`config.mk`:
```
export PLATFORM = sky130hd
export DESIGN_NAME = lane_fifo
export DESIGN_NICKNAME = d
export VERILOG_FILES = /design/src/logic/merge_ctrl_pkg.sv /design/src/logic/merge_packet_pkg.sv /design/src/logic/lane_fifo.sv
export SDC_FILE = /design/constraint.sdc
export NUM_CORES = 1
export LEC_CHECK = 0
export BUFFER_PORTS_ARGS = -buffer_cell sky130_fd_sc_hd__buf_4
export CAP_MARGIN = 20
export CORE_ASPECT_RATIO = 1.4
export CORE_MARGIN = 2
export CORE_UTILIZATION = 65
export CTS_CLUSTER_DIAMETER = 30
export CTS_CLUSTER_SIZE = 28
export DETAILED_ROUTE_END_ITERATION = 7
export PLACE_DENSITY = 0.89
export SETUP_SLACK_MARGIN = 0.5
export SYNTH_ARGS = -nofsm -noshare
export SYNTH_HDL_FRONTEND = slang
export SYNTH_SLANG_ARGS = --single-unit
```
`constraint.sdc`:
```
create_clock -name ap_clk -period 7.8 [get_ports ap_clk]
set_input_delay 2.34 -clock ap_clk [delete_from_list [all_inputs] [get_ports ap_clk]]
set_output_delay 2.34 -clock ap_clk [all_outputs]
set_load 0.02 [all_outputs]
```
`src/logic/merge_ctrl_pkg.sv`:
```
// Merge data generator control definitions
// FIFO sizing, programmable-full level and the control FSM states

package merge_ctrl_pkg;

    localparam int fifo_depth  = 16;
    localparam int prog_thresh = 8;
    // Holds 0 to fifo_depth
    localparam int fill_w      = 5;

    typedef enum logic [2:0] {
        RESET,
        IDLE,
        SETUP_IDLE,
        SETUP_TRANS,
        SETUP,
        START,
        BUSY,
        PAUSE
    } merge_state_t;

endpackage : merge_ctrl_pkg

```
`src/logic/merge_packet_pkg.sv`:
```
// Merge data generator packet definitions
// Lane and field geometry, the packet layout carried on every lane
// and the configuration word that selects lanes and field operations

package merge_packet_pkg;

    // ------------------------------------------------------------
    // Geometry
    // ------------------------------------------------------------
    localparam int num_lanes  = 4;
    localparam int num_fields = 4;
    localparam int field_w    = 16;
    localparam int meta_w     = 8;

    // ------------------------------------------------------------
    // Packet and configuration types
    // ------------------------------------------------------------
    // 8 bit meta on top, field 0 in the low bits
    typedef struct packed {
        logic [meta_w-1:0]                   meta;
        logic [num_fields-1:0][field_w-1:0] fields;
    } packet_t;

    // ops_mask[i][j] set means field j takes field 0 of lane i
    typedef struct packed {
        logic [num_lanes-1:0]                  merge_mask;
        logic [num_lanes-1:0][num_fields-1:0] ops_mask;
    } merge_config_t;

endpackage : merge_packet_pkg
```
`src/logic/lane_fifo.sv`:
```
// Lane FIFO
// Small synchronous first-word-fall-through FIFO for packets.
// Keeps a fill count and raises prog_full at a programmable level

`timescale 1ns/1ps

module lane_fifo #(
    parameter int pfull_level = merge_ctrl_pkg::prog_thresh
) (
    input  logic                      ap_clk,
    input  logic                      areset_generator,
    input  logic                      wr_en,
    input  merge_packet_pkg::packet_t din,
    input  logic                      rd_en,
    output merge_packet_pkg::packet_t dout,
    output logic                      empty,
    output logic                      full,
    output logic                      prog_full
);
    import merge_packet_pkg::*;
    import merge_ctrl_pkg::*;

    packet_t                         mem [fifo_depth];
    logic [$clog2(fifo_depth)-1:0]   wr_ptr;
    logic [$clog2(fifo_depth)-1:0]   rd_ptr;
    logic [fill_w-1:0]               count;

    // ------------------------------------------------------------
    // Pointers and fill count
    // ------------------------------------------------------------
    always_ff @(posedge ap_clk) begin
        if (areset_generator) begin
            wr_ptr <= '0;
            rd_ptr <= '0;
            count  <= '0;
        end else begin
            if (wr_en) begin
                wr_ptr <= wr_ptr + 1'b1;
            end
            if (rd_en) begin
                rd_ptr <= rd_ptr + 1'b1;
            end
            count <= count + fill_w'(wr_en) - fill_w'(rd_en);
        end
    end

    // Storage
    always_ff @(posedge ap_clk) begin
        if (wr_en) begin
            mem[wr_ptr] <= din;
        end
    end

    // Head shows through while not empty
    assign dout      = mem[rd_ptr];
    assign empty     = (count == '0);
    assign full      = (count == fill_w'(fifo_depth));
    assign prog_full = (count >= fill_w'(pfull_level));

    // ------------------------------------------------------------
    // Checks
    // ------------------------------------------------------------
    a_no_overflow : assert property (@(posedge ap_clk) disable iff (areset_generator)
        !(wr_en && full))
        else $error("lane_fifo write while full");

    a_no_underflow : assert property (@(posedge ap_clk) disable iff (areset_generator)
        !(rd_en && empty))
        else $error("lane_fifo read while empty");

endmodule : lane_fifo

```
==> flow_summary.json <==
{
  "status": "finished, final reports clean",
  "ctsHoldBuffers": 0,
  "criticalPathCategory": "register to output pin",
  "netlist_top_cells_area": "edfxtp_1 (79%), mux4_2 (15%), a22oi_1 (2.5%)",
  "grt_overflow_total": 0,
  "clock_latency_ps": 750,
  "period_needed_ps": 5850,
  "placed_cell_area_mm2": 0.0459,
  "core_area_mm2": 0.0668,
  "netlist.area_leader.share_pct": 78.7,
  "synthArstFlopShare_pct": 0,
  "wire_per_inst_um": 38.2,
  "critPathMaxFanout": 85,
  "die-area_mm2": 0.0697,
  "die_x_um": 224,
  "cts_setup_buffers": 0,
  "synth-main-ff-cell": "edfxtp_1",
  "syn_inst": 1859,
  "ant_nets": 0,
  "vdd_drop_max_uv": 232,
  "syn-cell-area_mm2": 0.0439,
  "synth_edf_count": 1152,
  "worst_pin_slew_ps": 1170,
  "grt_pass1_wl_mm": 164,
  "powerDensity_mw_per_mm2": 295,
  "final_cells": 3064,
  "finalMaxSlewViolations": 0,
  "relSlewSlack_pct": 22.2,
  "fin_area_mm2": 0.0509,
  "synth_warnings": 0,
  "cts_resized": 0,
  "switching_power_w": 0.00350,
  "fin_skew_ps": 36.8,
  "yosysTopAreaCell": "edfxtp_1",
  "drive_gt1_share_pct": 33.1,
  "grt_max_degree": 109,
  "cts_max_level": 4,
  "p_leak_nw": 16.2,
  "cp.required_ps": 5460,
  "final.setup.tns_ps": 0,
  "crit_path_end_kind": "output pin",
  "rsz0062_at_grt": "no",
  "fin_hold_ws_ps": 539,
  "fin_crit_sh_pct": 75.0,
  "post_synth.cell_area_avg_um2": 23.6,
  "routed_wl_mm": 117,
  "fill_cells": 3053,
  "die_y_um": 312,
  "seqPwrFrac_pct": 46.9,
  "synth-seq-cells": 1169,
  "drt_iter0_markers": 3860,
  "initial_core_util_pct": 65.7,
  "maxCapViolCount": 0,
  "remaining_drc_errors": 0,
  "worstSetupStartpointType": "register",
  "via_per_inst": 7.34,
  "clock-sinks": 1169,
  "ys_seq_area_share_pct": 79.5,
  "clock.fmax_mhz": 171,
  "cts-root-buf": "clkbuf_16",
  "io-pin-count": 151,
  "dp_slack_ps": 2790,
  "dp_cells": 2795,
  "areaGrowthSynthToFinish_pct": 15.8,
  "hold_path.class": "register to register",
  "finalSetupViolCount": 0,
  "sw_frac_of_total_pct": 23.3,
  "power_frac_comb_pct": 7.3,
  "clockBufferDepth": 3,
  "arrival_ps": 3510,
  "setup_slack_ps": 1950,
  "num_rows": 112,
  "dpl.hpwl_mm": 50.8,
  "synth_cell_types": 29,
  "gp_congestion": 0.732,
  "antenna_found_initial": 7,
  "clkSlewWorstSetupHoldPaths_ps": 50,
  "cts_buffers": 142,
  "intPower_w": 0.0115,
  "hold_viol": 0,
  "nets": 2175,
  "groute.usage.overall_pct": 33.9,
  "p_clk_share_pct": 45.8,
  "cts_tree": "yes",
  "syn_nets": 1949,
  "firstDrtPassIters": 6,
  "via_count": 22500,
  "grt_pass1_vias": 23500,
  "numPortBuffers": 150
}
==> registers in the layout, summed over array words and instances, names as in the netlist, named ones only <==
name / count
count: 5
mem: 1152
rd_ptr: 4
wr_ptr: 4
==> path summary, 6_finish.rpt <==
path | start | endpoint | slack (ps) | depth (start not counted)
max reg2reg | wr_ptr[2] | mem[1][51] | 4970 | 3
min | rd_ptr[3] | rd_ptr[3] | 540 | 2
max | register | dout[8] | 1950 | 5
min reg2reg | rd_ptr[3] | rd_ptr[3] | 540 | 2
==> metrics by stage <==
stage,util [%],power [W]
after floorplan,-,0.00785
after global placement,68.7,0.00817
after detailed placement,68.7,0.00823
after CTS,76.1,0.0150
after global routing,76.1,0.0153
final,76.1,0.0150
==> final cells by class <==
class	instances	area, um^2	area share, %
well taps	855	1070	2.10
flip-flops and latches	1169	34900	68.7
multi-input cells	581	8460	16.6
diodes	7	17.5	0.0344
repair buffers	179	1450	2.85
clock buffers	161	3840	7.54
clock inverters	100	1060	2.08
inverters	12	45.0	0.0885
==> cell families (layout without fill, tap and decap cells) <==
| logic type | after synthesis | count (layout) | share of synthesized area (%) |
|---|---|---|---|
| compound gates | 150 | 150 | 2.54 |
| xor+xnor | 8 | 8 | 0.159 |
| fa+ha+maj | 14 | 14 | 0.416 |
| buf+inv | 109 | 452 | 1.37 |
| flops | 1169 | 1169 | 79.5 |
| mux | 290 | 290 | 14.8 |
| other cells | 0 | 7 | 0 |
| simple gates | 119 | 119 | 1.19 |
==> per-layer routing <==
metal  global-route usage, %  up-vias  wire length, um  part of all wire (%)
met5                       0        -               25                 0.021
met4                    17.7        4             5230                   4.5
met3                    8.16      308            13500                    12
met2                    54.6     2084            60000                    51
met1                    43.6    11700            38400                    33
li1                        -     8437                -                     -
==> placed cells by master (no fill, tap or decap), drive strengths merged, types with 17 or more instances in the layout <==
master     n
dfxtp     17
buf      179
nand2     75
clkbuf   161
mux4     288
edfxtp  1152
and2      17
inv       38
clkinv    47
a22oi    144
==> cells in the mapped netlist, drive strengths merged (2+ instances only) <==
cell type  number
buf            49
nand2          75
a21oi           3
xor2            5
dfxtp          17
inv            12
edfxtp       1152
xnor2           3
nand4           2
mux2i           2
mux4          288
a22oi         144
nor2           15
ha             13
clkbuf         48
and3            3
and2           17
nor2b           3
==> power groups by stage <==
stage | Clock (W) | Combinational (W) | Sequential (W)
6_report | 0.00688 | 0.00109 | 0.00705
5_1_grt | 0.00709 | 0.00115 | 0.00705
4_1_cts | 0.00686 | 0.00109 | 0.00705
3_5_place_dp | 0 | 0.00106 | 0.00717
3_3_place_gp | 0 | 0.00101 | 0.00716
2_1_floorplan | 0 | 0.000707 | 0.00715
==> worst max-delay path: stages, from the launching register on <==
cell     delay [ps]
dfxtp_4        1010
buf_12          480
mux4_2          440
a22oi_1         230
nand2_1         200
buf_4           220
Note: power is estimated with default switching activity, not from simulation.
