--- config.mk ---
export PLATFORM = sky130hd
export DESIGN_NAME = field_merger_flat
export DESIGN_NICKNAME = d
export VERILOG_FILES = /design/src/logic/merge_packet_pkg.sv /design/src/logic/merge_links_if.sv /design/src/logic/field_merger.sv /design/src/flat_wrapper.sv
export SDC_FILE = /design/constraint.sdc
export NUM_CORES = 1
export LEC_CHECK = 0
export ABC_AREA = 1
export BUFFER_PORTS_ARGS = -buffer_cell sky130_fd_sc_hd__buf_2
export CAP_MARGIN = 15
export CORE_AREA = 2 2 152 154
export CTS_CLUSTER_DIAMETER = 80
export DETAILED_ROUTE_END_ITERATION = 16
export DIE_AREA = 0 0 154 156
export SETUP_SLACK_MARGIN = 0.15
export SLEW_MARGIN = 15
export SYNTH_ARGS = -nofsm -noshare
export SYNTH_HDL_FRONTEND = slang
export SYNTH_SLANG_ARGS = --single-unit
--- constraint.sdc ---
create_clock -name ap_clk -period 2.26 [get_ports ap_clk]
set_input_delay 0.113 -clock ap_clk [delete_from_list [all_inputs] [get_ports ap_clk]]
set_output_delay 0.113 -clock ap_clk [all_outputs]
set_load 0.01 [all_outputs]
--- src/logic/merge_packet_pkg.sv ---
// Merge data generator packet definitions
// Lane and field geometry, the packet layout carried on every lane
// and the configuration word that selects lanes and field operations

package merge_packet_pkg;

    // ------------------------------------------------------------
    // Geometry
    // ------------------------------------------------------------
    localparam int num_lanes  = 4;
    localparam int num_fields = 4;
    localparam int field_w    = 16;
    localparam int meta_w     = 8;

    // ------------------------------------------------------------
    // Packet and configuration types
    // ------------------------------------------------------------
    // 8 bit meta on top, field 0 in the low bits
    typedef struct packed {
        logic [meta_w-1:0]                   meta;
        logic [num_fields-1:0][field_w-1:0] fields;
    } packet_t;

    // ops_mask[i][j] set means field j takes field 0 of lane i
    typedef struct packed {
        logic [num_lanes-1:0]                  merge_mask;
        logic [num_lanes-1:0][num_fields-1:0] ops_mask;
    } merge_config_t;

endpackage : merge_packet_pkg
--- src/logic/merge_links_if.sv ---
// Links between the field merger, the output FIFO and the control FSM
// Merged packets flow to the FIFO, fill status flows back

`timescale 1ns/1ps

interface merge_links_if;
    import merge_packet_pkg::*;

    logic    merge_wr;
    packet_t merge_pkt;
    logic    out_prog_full;
    logic    out_empty;

    modport merger (output merge_wr, output merge_pkt, input out_prog_full);

    modport out_fifo (
        input  merge_wr,
        input  merge_pkt,
        output out_prog_full,
        output out_empty
    );

    modport fsm (input out_prog_full);

endinterface : merge_links_if

--- src/logic/field_merger.sv ---
// Field merger
// Pops all masked lanes in one cycle and builds the merged packet.
// Meta and default fields come from lane 0, ops bits pull field 0
// of a masked lane into the selected fields, higher lane wins

`timescale 1ns/1ps

module field_merger (
    input  logic                                                    ap_clk,
    input  logic                                                    areset_generator,
    input  logic                                                    config_valid,
    input  merge_packet_pkg::merge_config_t                         merge_config,
    input  logic [merge_packet_pkg::num_lanes-1:0]                  lane_empty,
    input  merge_packet_pkg::packet_t [merge_packet_pkg::num_lanes-1:0] lane_head,
    output logic [merge_packet_pkg::num_lanes-1:0]                  lane_pop,
    merge_links_if.merger                                           links
);
    import merge_packet_pkg::*;

    logic    pop_ok;
    packet_t merged;

    // Joint pop once every masked lane holds a packet
    assign pop_ok = config_valid & ~links.out_prog_full &
                    ((~lane_empty & merge_config.merge_mask) == merge_config.merge_mask);
    assign lane_pop = pop_ok ? merge_config.merge_mask : '0;

    // Ascending lane order lets the higher lane win a field
    always_comb begin
        merged = lane_head[0];
        for (int i = 0; i < num_lanes; i++) begin
            for (int j = 0; j < num_fields; j++) begin
                if (merge_config.merge_mask[i] && merge_config.ops_mask[i][j]) begin
                    merged.fields[j] = lane_head[i].fields[0];
                end
            end
        end
    end

    // ------------------------------------------------------------
    // Merge register
    // ------------------------------------------------------------
    always_ff @(posedge ap_clk) begin
        if (areset_generator) begin
            links.merge_wr <= 1'b0;
        end else begin
            links.merge_wr <= pop_ok;
        end
    end

    always_ff @(posedge ap_clk) begin
        if (pop_ok) begin
            links.merge_pkt <= merged;
        end
    end

    // Pops stay on the lanes of the configuration in force while merging runs
    a_config_stable : assert property (@(posedge ap_clk) disable iff (areset_generator)
        (config_valid && $past(config_valid)) |-> $stable(merge_config))
        else $error("merge configuration changed while merging");

endmodule : field_merger

--- src/flat_wrapper.sv ---
// flat-port wrapper written by rule: the top's interface ports become plain ports
module field_merger_flat import merge_packet_pkg::*;
  (ap_clk, areset_generator, config_valid, merge_config, lane_empty, lane_head, lane_pop, links_merge_wr, links_merge_pkt, links_out_prog_full);
  merge_links_if links_i ();
  input  logic ap_clk;
  input  logic areset_generator;
  input  logic config_valid;
  input  merge_packet_pkg::merge_config_t merge_config;
  input  logic [merge_packet_pkg::num_lanes-1:0] lane_empty;
  input  merge_packet_pkg::packet_t [merge_packet_pkg::num_lanes-1:0] lane_head;
  output logic [merge_packet_pkg::num_lanes-1:0] lane_pop;
  output wire logic [$bits(links_i.merge_wr)-1:0] links_merge_wr;
  output wire logic [$bits(links_i.merge_pkt)-1:0] links_merge_pkt;
  input wire logic [$bits(links_i.out_prog_full)-1:0] links_out_prog_full;
  assign links_merge_wr = links_i.merge_wr;
  assign links_merge_pkt = links_i.merge_pkt;
  assign links_i.out_prog_full = links_out_prog_full;
  field_merger u_core (.ap_clk(ap_clk), .areset_generator(areset_generator), .config_valid(config_valid), .merge_config(merge_config), .lane_empty(lane_empty), .lane_head(lane_head), .lane_pop(lane_pop), .links(links_i));
endmodule
==> reports/metrics.cfg <==
[floorplan]
coreArea_sq_um = 22400
pin_count = 393
die_width_um = 154
rows = 55
die_area_sq_um = 24000
die_y_um = 156
initial_utilization = 0.260

[setup_path]
crit_path_frequent_cell = buf_2
slowest_delay_ps = 420
end_kind = primary output
worst-path-buf-inv = 3
cp_slowest_cell = nor2_4
cp-start-kind = input pin
worst-setup-path-type = in2out
crit_chain = buf_2 > nand2_1 > nand3_2 > nor2_4 > inv_2 > nor2_1 > buf_2
worst_ep_required_time_ps = 2150
arrival_ps = 1510
path_max_fanout = 26
cp_num_cells = 7
crit_family = simple AND/OR/NAND/NOR gates

[placement]
dp_hpwl_um = 18700
dp_cells = 1372
gp_congestion = 0.875
portBuffers = 223

[synthesis]
muxShareOfSynthArea = 0
synth_xor_area_frac = 0
seq_area_frac_synth = 0.376
syn_nets = 1218
postSynthCellCount = 902
ys_warn_count = 0
syn_avg_cell_area_sq_um = 6.44
syn_area_sq_um = 5810
synth_cell_types = 20
synthSimpleGateAreaFrac = 0.385
synth_top_family_by_area = simple AND/OR/NAND/NOR gates
synth_seq_cells = 73
synth_fa_ha_area_frac = 0
synth_compound_area_frac = 0.0709

[run]
max-cap-violations = 0

[power_and_ir_drop]
ir_drop_mv = 0.320
switching_share = 0.316
power.share.clock = 0.323
power_w = 0.00393
p_leak_nw = 4.19
intPower_w = 0.00269
seqPwrFrac = 0.407
p_per_area_nw_per_um2 = 527
pwr-share-comb = 0.270
netSwitchingPower_w = 0.00124

[global_routing]
grt_usage = 0.191
grt_pass1_vias = 5758
grt_first_pass_wirelength_um = 34900
antenna_found_initial = 9
grt_max_degree = 33
overflow = 0

[cells_and_area]
nets = 1423
drive_gt1_frac = 0.246
syn_to_final_growth_pct = 28.5
finish.cell_count_without_fillers = 1404

[route]
drt_pass1_iterations = 5
wl_met2_um = 8770
ant_nets = 0
vias_per_cell = 4.49
dr_wl_met3_um = 2330
via_count = 6309
drt_iter0_drc = 634
wl_met1_um = 12300
dr.max_layer_used = met5
wl_per_cell_um = 16.8
wirelength_um = 23700
drc_errors = 0

[sta]
fin_crit_ps = 1630
tightest_slew_ps = 603
fin_crit_sh = 0.720
fmax_ghz = 0.615
rsz0062_at_grt = no
finalSetupViolCount = 0
finalHoldWorstSlack_ps = 95.6
slew_headroom = 0.598
tns_ps = 0
drv_slew = 0
finalHoldViolCount = 0

[min_path]
hp-class = in2reg
hold_depth = 3

[clock_network]
cts_buffer_depth = 2
h-tree-depth = 3
cts_root_buf = clkbuf_16
cts_setup_buffers = 0
cts_tree = yes
cts_hold_buffers = 9
clock_sinks = 73
numCtsBuffers = 9
cts.reportedPaths.clkPinSlew_ps = 60
cts_resized = 0

[status]
status = finished, final reports clean

[worst min-delay path, cell delays in order]
cell,delay [ps]
buf_2,110
nand2_1,50
nand2_1,50
[cells in the mapped netlist]
cell / count / area [sq um]
nand2_1: 328 / 1230
inv_1: 167 / 627
nand3_1: 160 / 801
edfxtp_1: 72 / 2160
a21oi_1: 61 / 305
buf_2: 37 / 185
nor2_1: 21 / 78.8
o21ai_1: 10 / 50.1
buf_4: 9 / 67.6
buf_6: 7 / 78.8
nand2_2: 6 / 37.5
o21ai_0: 6 / 30.0
inv_2: 5 / 18.8
nand2_4: 5 / 56.3
a21oi_2: 3 / 26.3
clkbuf_1: 1 / 3.75
dfxtp_1: 1 / 20.0
nand3_2: 1 / 10.0
nand3b_1: 1 / 7.51
nor2_4: 1 / 11.3
[cell usage in the layout (no fill, tap or decap), drive strengths merged]
| cell type | netlist | final |
|---|---|---|
| edfxtp | 72 | 72 |
| dlygate4sd3 | 0 | 9 |
| dfxtp | 1 | 1 |
| nand3b | 1 | 1 |
| inv | 172 | 172 |
| nand3 | 161 | 161 |
| clkinv | 0 | 6 |
| nor2 | 22 | 22 |
| a21oi | 64 | 64 |
| diode | 0 | 7 |
| nand2 | 339 | 339 |
| o21ai | 16 | 16 |
| buf | 53 | 239 |
| clkbuf | 1 | 10 |
[cell type report]
type	instances	area (sq um)
timing repair buffer	248	1350
multi-input combinational	603	2650
clock inverter	6	35.0
fill	2480	14900
clock buffer	10	229
antenna	7	17.5
inverter	172	646
sequential	73	2180
tap	285	357
[registers in the layout, summed over array words and instances, names as in the netlist]
register,count
u_core.links.merge_pkt,72
u_core.links.merge_wr,1
[kinds of logic after synthesis]
family	count (synthesis)
AO/OA/AOI/OAI	80
buffers and inverters	226
flip-flops	73
AND/OR/NAND/NOR	523
[metal layers]
metal  vias up  GRT usage
met5         -          0
met4         4     0.0392
met3        18     0.0481
met2       324      0.246
met1      2738      0.311
li1       3225          -
[stage by stage]
step | worst slack (ps) | instance area, sq um | utilization
2_1_floorplan | 175 | 5810 | -
3_3_place_gp | 598 | 7090 | 0.317
3_5_place_dp | 582 | 7090 | 0.317
4_1_cts | 597 | 7440 | 0.333
5_1_grt | 451 | 7450 | 0.333
6_report | 633 | 7460 | 0.334
[power by group through the flow]
stage / Combinational, W / Sequential, W / Clock, W
2_1_floorplan: 0.000582 / 0.00167 / 0
3_3_place_gp: 0.00103 / 0.00163 / 0
3_5_place_dp: 0.00104 / 0.00163 / 0
4_1_cts: 0.00106 / 0.00160 / 0.00131
5_1_grt: 0.00119 / 0.00161 / 0.00135
6_report: 0.00106 / 0.00160 / 0.00127
[worst paths after layout]
path	from	endpoint	slack, ps
max	merge_config[16]	lane_pop[3]	630
min	lane_head[231]	u_core.links.merge_pkt[47]$_DFFE_PP_	100
No activity file was read; power rests on OpenSTA's default activity.
