==> src/logic/merge_ctrl_pkg.sv <==
// Merge data generator control definitions
// FIFO sizing, programmable-full level and the control FSM states

package merge_ctrl_pkg;

    localparam int fifo_depth  = 16;
    localparam int prog_thresh = 8;
    // Holds 0 to fifo_depth
    localparam int fill_w      = 5;

    typedef enum logic [2:0] {
        RESET,
        IDLE,
        SETUP_IDLE,
        SETUP_TRANS,
        SETUP,
        START,
        BUSY,
        PAUSE
    } merge_state_t;

endpackage : merge_ctrl_pkg

==> src/logic/merge_packet_pkg.sv <==
// Merge data generator packet definitions
// Lane and field geometry, the packet layout carried on every lane
// and the configuration word that selects lanes and field operations

package merge_packet_pkg;

    // ------------------------------------------------------------
    // Geometry
    // ------------------------------------------------------------
    localparam int num_lanes  = 4;
    localparam int num_fields = 4;
    localparam int field_w    = 16;
    localparam int meta_w     = 8;

    // ------------------------------------------------------------
    // Packet and configuration types
    // ------------------------------------------------------------
    // 8 bit meta on top, field 0 in the low bits
    typedef struct packed {
        logic [meta_w-1:0]                   meta;
        logic [num_fields-1:0][field_w-1:0] fields;
    } packet_t;

    // ops_mask[i][j] set means field j takes field 0 of lane i
    typedef struct packed {
        logic [num_lanes-1:0]                  merge_mask;
        logic [num_lanes-1:0][num_fields-1:0] ops_mask;
    } merge_config_t;

endpackage : merge_packet_pkg
==> src/logic/merge_links_if.sv <==
// Links between the field merger, the output FIFO and the control FSM
// Merged packets flow to the FIFO, fill status flows back

`timescale 1ns/1ps

interface merge_links_if;
    import merge_packet_pkg::*;

    logic    merge_wr;
    packet_t merge_pkt;
    logic    out_prog_full;
    logic    out_empty;

    modport merger (output merge_wr, output merge_pkt, input out_prog_full);

    modport out_fifo (
        input  merge_wr,
        input  merge_pkt,
        output out_prog_full,
        output out_empty
    );

    modport fsm (input out_prog_full);

endinterface : merge_links_if

==> src/logic/merge_fsm.sv <==
// Merge control FSM
// Waits for a setup request, pulses config_setup, captures the
// merge configuration and then runs, pausing while the output FIFO
// sits above its threshold

`timescale 1ns/1ps

module merge_fsm (
    input  logic                            ap_clk,
    input  logic                            areset_generator,
    input  logic                            cfg_request,
    input  logic                            cfg_valid,
    input  merge_packet_pkg::merge_config_t cfg_data,
    merge_links_if.fsm                      links,
    output logic                            config_setup,
    output logic                            config_valid,
    output merge_packet_pkg::merge_config_t merge_config,
    output logic                            done_flag
);
    import merge_ctrl_pkg::*;

    merge_state_t state;
    merge_state_t next_state;
    logic         cfg_captured;

    // ------------------------------------------------------------
    // State register and next state
    // ------------------------------------------------------------
    always_ff @(posedge ap_clk) begin
        if (areset_generator) begin
            state <= RESET;
        end else begin
            state <= next_state;
        end
    end

    always_comb begin
        next_state = state;
        case (state)
            RESET:       next_state = IDLE;
            IDLE:        next_state = SETUP_IDLE;
            SETUP_IDLE:  next_state = cfg_request ? SETUP_TRANS : SETUP_IDLE;
            SETUP_TRANS: next_state = SETUP;
            SETUP:       next_state = cfg_valid ? START : SETUP;
            START:       next_state = BUSY;
            BUSY:        next_state = links.out_prog_full ? PAUSE : BUSY;
            PAUSE:       next_state = links.out_prog_full ? PAUSE : BUSY;
            default:     next_state = RESET;
        endcase
    end

    // ------------------------------------------------------------
    // Setup strobe and configuration capture
    // ------------------------------------------------------------
    always_ff @(posedge ap_clk) begin
        if (areset_generator) begin
            config_setup <= 1'b0;
            cfg_captured <= 1'b0;
        end else begin
            // One cycle pulse, SETUP_TRANS lasts a single cycle
            config_setup <= (state == SETUP_TRANS);
            if (state == SETUP && cfg_valid) begin
                cfg_captured <= 1'b1;
            end
        end
    end

    always_ff @(posedge ap_clk) begin
        if (state == SETUP && cfg_valid) begin
            merge_config <= cfg_data;
        end
    end

    // Merging only runs in BUSY
    assign config_valid = cfg_captured & (state == BUSY);
    assign done_flag    = (state == START) | (state == BUSY) | (state == PAUSE);

    // Lane 0 supplies meta, so it must take part in every merge
    a_lane0_masked : assert property (@(posedge ap_clk) disable iff (areset_generator)
        $rose(cfg_captured) |-> merge_config.merge_mask[0])
        else $error("merge mask captured without lane 0");

endmodule : merge_fsm

==> src/flat_wrapper.sv <==
// flat-port wrapper written by rule: the top's interface ports become plain ports
module merge_fsm_flat import merge_ctrl_pkg::*;
  (ap_clk, areset_generator, cfg_request, cfg_valid, cfg_data, config_setup, config_valid, merge_config, done_flag, links_out_prog_full);
  merge_links_if links_i ();
  input  logic ap_clk;
  input  logic areset_generator;
  input  logic cfg_request;
  input  logic cfg_valid;
  input  merge_packet_pkg::merge_config_t cfg_data;
  output logic config_setup;
  output logic config_valid;
  output merge_packet_pkg::merge_config_t merge_config;
  output logic done_flag;
  input wire logic [$bits(links_i.out_prog_full)-1:0] links_out_prog_full;
  assign links_i.out_prog_full = links_out_prog_full;
  merge_fsm u_core (.ap_clk(ap_clk), .areset_generator(areset_generator), .cfg_request(cfg_request), .cfg_valid(cfg_valid), .cfg_data(cfg_data), .links(links_i), .config_setup(config_setup), .config_valid(config_valid), .merge_config(merge_config), .done_flag(done_flag));
endmodule
==> config.mk <==
export PLATFORM = sky130hd
export DESIGN_NAME = merge_fsm_flat
export DESIGN_NICKNAME = d
export VERILOG_FILES = /design/src/logic/merge_ctrl_pkg.sv /design/src/logic/merge_packet_pkg.sv /design/src/logic/merge_links_if.sv /design/src/logic/merge_fsm.sv /design/src/flat_wrapper.sv
export SDC_FILE = /design/constraint.sdc
export NUM_CORES = 1
export LEC_CHECK = 0
export BUFFER_PORTS_ARGS = -buffer_cell sky130_fd_sc_hd__buf_2
export CORE_MARGIN = 5
export CORE_UTILIZATION = 40
export DETAILED_ROUTE_END_ITERATION = 8
export PLACE_DENSITY = 0.79
export SYNTH_ARGS = -nofsm -noshare
export SYNTH_HDL_FRONTEND = slang
export SYNTH_SLANG_ARGS = --single-unit
==> constraint.sdc <==
create_clock -name ap_clk -period 2.7 [get_ports ap_clk]
set_clock_uncertainty 0.2 [all_clocks]
set_input_delay 0.54 -clock ap_clk [delete_from_list [all_inputs] [get_ports ap_clk]]
set_output_delay 0.54 -clock ap_clk [all_outputs]
set_load 0.05 [all_outputs]
==> results.json, run 1 <==
{
  "outcome": "complete, no violations",
  "syn_nets": 69,
  "p_seq_frac": 0.663,
  "synth-seq-area-share": 0.874,
  "portBuffers": 47,
  "cts_hold_buf": 0,
  "htreeDepth": 1,
  "cts.clk_slew.worst_paths_ns": 0.12,
  "end_kind": "output pin",
  "cts_tree": "yes",
  "r2r-start": "u_core.state[2]",
  "post_cts_buffers": 0,
  "rsz0062_at_grt": "false",
  "crit_type": "flop to output pin",
  "drc": 0,
  "power.leakage_nw": 0.469,
  "die_area_um2": 3000,
  "io_pins": 48,
  "final_nets": 122,
  "drt-total-wl_um": 1480,
  "ys.warnings.count": 0,
  "timing.final.crit_share": 0.758,
  "cts-resized-gates": 0,
  "die_h_um": 54.8,
  "synth_top_cell_by_area": "edfxtp_1",
  "synth_cell_types": 13,
  "worstPathArrival_ns": 1.31,
  "relSlewSlack": 0.830,
  "vdd_ir_drop_max_mv": 0.369,
  "cp_data_required_time_ns": 1.96,
  "initialDrtViolationCount": 8,
  "reg2reg_to": "u_core.merge_config[4]",
  "setup_viol": 0,
  "rows": 16,
  "cts.sinks": 25,
  "cp_max_fo": 7,
  "fin_crit_ns": 2.05,
  "r2r_slack_ns": 1.24,
  "drive_above_1_share": 0.563,
  "final_cell_mix": "buf_2, edfxtp_1, dfxtp_1, nor2_1",
  "grt_pass1_vias": 515,
  "synth-seq-cells": 25,
  "holdPathEnd": "u_core.merge_config[13]",
  "p_int_uw": 508,
  "drt_first_pass_iters": 2,
  "grt_pass1_wl_um": 2150,
  "max_freq_ghz": 0.488,
  "clkPwrFrac": 0.237,
  "rr_worst_depth": 2,
  "comb_power_share": 0.100,
  "crit_path_start_kind": "flop",
  "yosysTopAreaCellShare": 0.749,
  "synthCells": 44,
  "cts_buffer_depth": 2,
  "routed_via_density": 4.52,
  "grt_usage": 0.104,
  "antenna_cells": 0,
  "clk_latency_ns": 0.30,
  "grt-ovfl-total": 0,
  "whs_ns": 0.200,
  "cts_root_buf": "clkbuf_4",
  "place_hpwl_um": 1220,
  "net-switching-power_uw": 152,
  "vias": 556,
  "wire_per_inst_um": 12.0,
  "final_common_cell": "buf_2",
  "avgSynthCellArea_um2": 18.2,
  "die_w_um": 54.8,
  "hold_viol_final": 0,
  "worstMarginPinSlew_ns": 0.256,
  "place_ws_ns": 0.988,
  "hold-path-cell-count": 1,
  "multi_input_area_um2": 97.6,
  "gp_congestion": 0.686,
  "regArea_um2": 701,
  "synthTopCellsByArea": "edfxtp_1, dfxtp_1, nor3_1, nor2_1, and4bb_1",
  "powerDensity_nw_per_um2": 597,
  "antenna_found_initial": 0,
  "area_growth_pct": 37.9,
  "fin_setup_tns_ns": 0,
  "holdCritStartpoint": "cfg_data[13]",
  "netlist_area_um2": 802,
  "fillerInstances": 176,
  "ant_nets": 0,
  "coreArea_um2": 1940,
  "hold_path.class": "input pin to flop",
  "drv_cap": 0,
  "swShare": 0.230,
  "maxSlewViolCount": 0,
  "initial_utilization": 0.413,
  "grt_start_max_net_pins": 22,
  "numCtsBuffers": 3,
  "layout_setup_ws_ns": 0.653
}
-- logic make-up (layout without fill, tap and decap cells) --
kind of cell / after synthesis / after routing / share of synthesized area
AND/OR/NAND/NOR: 14 / 14 / 0.0952
AO/OA/AOI/OAI: 4 / 4 / 0.0265
flip-flops: 25 / 25 / 0.874
buffers and inverters: 1 / 53 / 0.00468
-- registers in the layout, summed over array words and instances, names as in the netlist --
name                 cells
u_core.merge_config     20
u_core.cfg_captured      1
u_core.config_setup      1
u_core.state             3
-- worst max-delay path, stage by stage (launching register included) --
cell     delay, ns
dfxtp_1       0.44
inv_1         0.08
nor3_1        0.19
buf_2         0.29
-- per-layer routing --
layer  share of wire  track usage
met1            0.32       0.0908
met3            0.22       0.0654
met5               0            0
met2            0.47        0.177
met4               0       0.0622
-- cell type report --
type / count / share of cell area
Clock buffer: 3 / 0.0204
Clock inverter: 1 / 0.00452
Inverter: 1 / 0.00339
Multi-Input combinational cell: 18 / 0.0882
Sequential cell: 25 / 0.633
Tap cell: 27 / 0.0305
Timing Repair Buffer: 48 / 0.219
-- how the worst max path moves through the flow --
stage,slack (ns),endpoint,cells past startpoint,start
after global placement,1.05,config_valid,3,u_core.state[1]
final,0.65,config_valid,3,u_core.state[1]
after floorplan,0.41,config_valid,2,u_core.state[1]
after CTS,0.62,config_valid,3,u_core.state[1]
after global routing,0.53,config_valid,3,u_core.state[1]
after detailed placement,0.99,config_valid,3,u_core.state[1]
-- power groups by stage --
stage | clock [mW] | combinational [mW] | sequential [mW]
finish | 0.157 | 0.0657 | 0.438
global route | 0.182 | 0.0728 | 0.441
CTS | 0.164 | 0.0670 | 0.438
detailed placement | 0 | 0.0669 | 0.447
global placement | 0 | 0.0645 | 0.446
floorplan | 0 | 0.0201 | 0.465
-- cell usage after synthesis (all sizes together) --
cell,count
nand2,2
dfxtp,5
nor2,6
edfxtp,20
nor2b,1
and4bb,1
a31oi,1
a21oi,2
nor3,3
nor3b,1
o21ai,1
inv,1
-- metrics by stage --
step,power [mW],utilization,cells,cell area (um2)
2_1_floorplan,0.485,-,44,802
6_report,0.661,0.570,123,1110
3_3_place_gp,0.511,0.555,119,1080
4_1_cts,0.669,0.570,123,1110
5_1_grt,0.696,0.570,123,1110
3_5_place_dp,0.514,0.555,119,1080
Power figures use the tool's default switching activity.
==> run 2: changes to the inputs <==
--- a/config.mk
+++ b/config.mk
@@ -7,9 +7,9 @@
 export LEC_CHECK = 0
 export BUFFER_PORTS_ARGS = -buffer_cell sky130_fd_sc_hd__buf_2
 export CORE_MARGIN = 5
-export CORE_UTILIZATION = 40
+export CORE_UTILIZATION = 37
 export DETAILED_ROUTE_END_ITERATION = 8
-export PLACE_DENSITY = 0.79
+export PLACE_DENSITY = 0.77
 export SYNTH_ARGS = -nofsm -noshare
 export SYNTH_HDL_FRONTEND = slang
 export SYNTH_SLANG_ARGS = --single-unit
==> constraint.sdc (replaced) <==
create_clock -name ap_clk -period 1.76 [get_ports ap_clk]
set_clock_uncertainty 0.2 [all_clocks]
set_input_delay 0.352 -clock ap_clk [delete_from_list [all_inputs] [get_ports ap_clk]]
set_output_delay 0.352 -clock ap_clk [all_outputs]
set_load 0.05 [all_outputs]
==> run 2 against run 1 <==
Sequential power rose by 54%. Clock power rose by 53%. Design area rose by 19%. Register-to-register slack got worse by 0.85 ns. Combinational power rose by 120%. Power rose by 60%. Die area rose by 6.6%. Flip-flop and latch count did not move. Critical path depth did not move. Non-clock buffer count rose by 17. Final cell count rose by 14%. Via count rose by 13%.
==> results.json, run 2 (same netlist as run 1, synthesis figures left out) <==
{
  "fillerInstances": 159,
  "layout_setup_ws_ns": 0.0701,
  "cp_data_required_time_ns": 1.21,
  "grt-ovfl-total": 0,
  "cp.depth": 3,
  "antenna_cells": 0,
  "powerDensity_nw_per_um2": 806,
  "max_freq_ghz": 0.592,
  "place_ws_ns": 0.233,
  "cts.sinks": 25,
  "hold_viol_final": 0,
  "final_common_cell": "buf_2",
  "largest_reg_flops": 20,
  "finalInstanceArea_um2": 1310,
  "cpLargestDelayFamily": "flip-flops",
  "outcome": "complete, no violations",
  "place_area_um2": 1100,
  "max_stage_delay_ns": 0.40,
  "regArea_um2": 713,
  "r2r_slack_ns": 0.39,
  "reg2reg_to": "u_core.merge_config[7]",
  "path_cells": "nand2_2 > nor3_2 > buf_6",
  "drc": 0,
  "critPathLaunch": "u_core.state[2]",
  "drv_cap": 0,
  "numCtsBuffers": 3,
  "relSlewSlack": 0.831,
  "vias": 628,
  "r2r-start": "u_core.state[0]",
  "critPathSlowestCell": "dfxtp_4",
  "cp_num_buf_inv": 1,
  "vdd_ir_drop_max_mv": 0.521,
  "worstMarginPinSlew_ns": 0.256,
  "place_hpwl_um": 1230,
  "grt_usage": 0.102,
  "ant_nets": 0,
  "multi_input_area_um2": 105,
  "timing.final.crit_share": 0.960,
  "grt_start_max_net_pins": 22,
  "setup_viol": 0,
  "drt_first_pass_iters": 3,
  "fin_setup_tns_ns": 0,
  "hold_path.class": "input pin to flop",
  "wire_per_inst_um": 12.8,
  "largestRegisters": "u_core.merge_config: 20 flops, u_core.state: 3 flops",
  "initialDrtViolationCount": 3,
  "maxSlewViolCount": 0,
  "endpoint": "config_valid",
  "final_cell_mix": "buf_2, edfxtp_1, dlygate4sd3_1, nor2_1",
  "fin_crit_ns": 1.69,
  "cts_tree": "yes",
  "crit_path_start_kind": "flop",
  "regMostFlops": "u_core.merge_config",
  "die_h_um": 56.6,
  "initial_utilization": 0.397,
  "drive_above_1_share": 0.549,
  "drt-total-wl_um": 1790,
  "cts_root_buf": "clkbuf_4",
  "io_pins": 48,
  "final_util": 0.649,
  "portBuffers": 47,
  "rr_worst_depth": 2,
  "cts_buffer_depth": 2,
  "rows": 16,
  "cp_max_fo": 7,
  "final_nets": 139,
  "crit_type": "flop to output pin",
  "worstPathArrival_ns": 1.14,
  "die_w_um": 56.6,
  "clk_latency_ns": 0.31,
  "htreeDepth": 1,
  "grt_pass1_vias": 554,
  "cts.clk_slew.worst_paths_ns": 0.12,
  "gp_congestion": 0.742,
  "power.leakage_nw": 0.548,
  "area_growth_pct": 63.7,
  "routed_via_density": 4.49,
  "antenna_found_initial": 0,
  "coreArea_um2": 2020,
  "grt_pass1_wl_um": 2570,
  "die_area_um2": 3200,
  "end_kind": "output pin"
}
run 2: cell types whose count changed in the layout (fill, tap and decap cells not counted), sizes merged:
cell and change:
dlygate4sd3 +15, buf +2
run 2: report_power, final:
part / switching [mW] / internal (mW) / total (mW)
Combinational: 0.0730 / 0.0686 / 0.142
Sequential: 0.0167 / 0.659 / 0.675
Clock: 0.156 / 0.0847 / 0.240
Total: 0.245 / 0.812 / 1.06
run 2: metrics by stage:
step                      instances  power [mW]  hold WS (ns)
final                           140        1.06        0.0261
after global routing            140        1.12       0.00158
after CTS                       127        1.04      0.000241
after detailed placement        119       0.794         0.275
after global placement          119       0.786         0.272
after floorplan                  44       0.745         0.219
run 2: worst min-delay path by stage:
| stage | end | slack, ns | startpoint | depth (start not counted) |
|---|---|---|---|---|
| global placement | u_core.cfg_captured | 0.27 | u_core.cfg_captured | 2 |
| global route | u_core.merge_config[6] | 0.002 | cfg_data[6] | 1 |
| CTS | u_core.merge_config[18] | 0.0002 | cfg_data[18] | 1 |
| finish | u_core.merge_config[6] | 0.03 | cfg_data[6] | 1 |
| detailed placement | u_core.cfg_captured | 0.28 | u_core.cfg_captured | 2 |
| floorplan | u_core.cfg_captured | 0.22 | areset_generator | 1 |
run 2: layer usage:
| metal | vias up | GRT usage | wire [um] |
|---|---|---|---|
| li1 | 303 | - | - |
| met1 | 291 | 0.127 | 676 |
| met2 | 34 | 0.167 | 908 |
| met3 | 0 | 0.0367 | 206 |
| met4 | 0 | 0.0305 | 0 |
| met5 | - | 0 | 0 |
run 2: layout make-up:
| class | instances | share of cell area |
|---|---|---|
| multi-input combinational | 18 | 0.0801 |
| tap | 27 | 0.0257 |
| timing repair buffer | 65 | 0.327 |
| inverter | 1 | 0.00286 |
| clock buffer | 3 | 0.0172 |
| sequential | 25 | 0.543 |
| clock inverter | 1 | 0.00381 |
run 2: what timing repair did:
| item | 4_1_cts | 5_1_grt |
|---|---|---|
| hold endpoints to repair | 4 | 11 |
| buffers inserted | 0 | 2 |
| resized for setup | 4 | 8 |
| hold buffers | 4 | 11 |
| endpoints found under the setup margin | 2 | 2 |
| pin swaps | 0 | 1 |
run 2: worst register-to-register path, cell delays in order, from the launching register on:
cell and delay (ns):
dfxtp_4 0.39, and4bb_1 0.32, buf_12 0.18
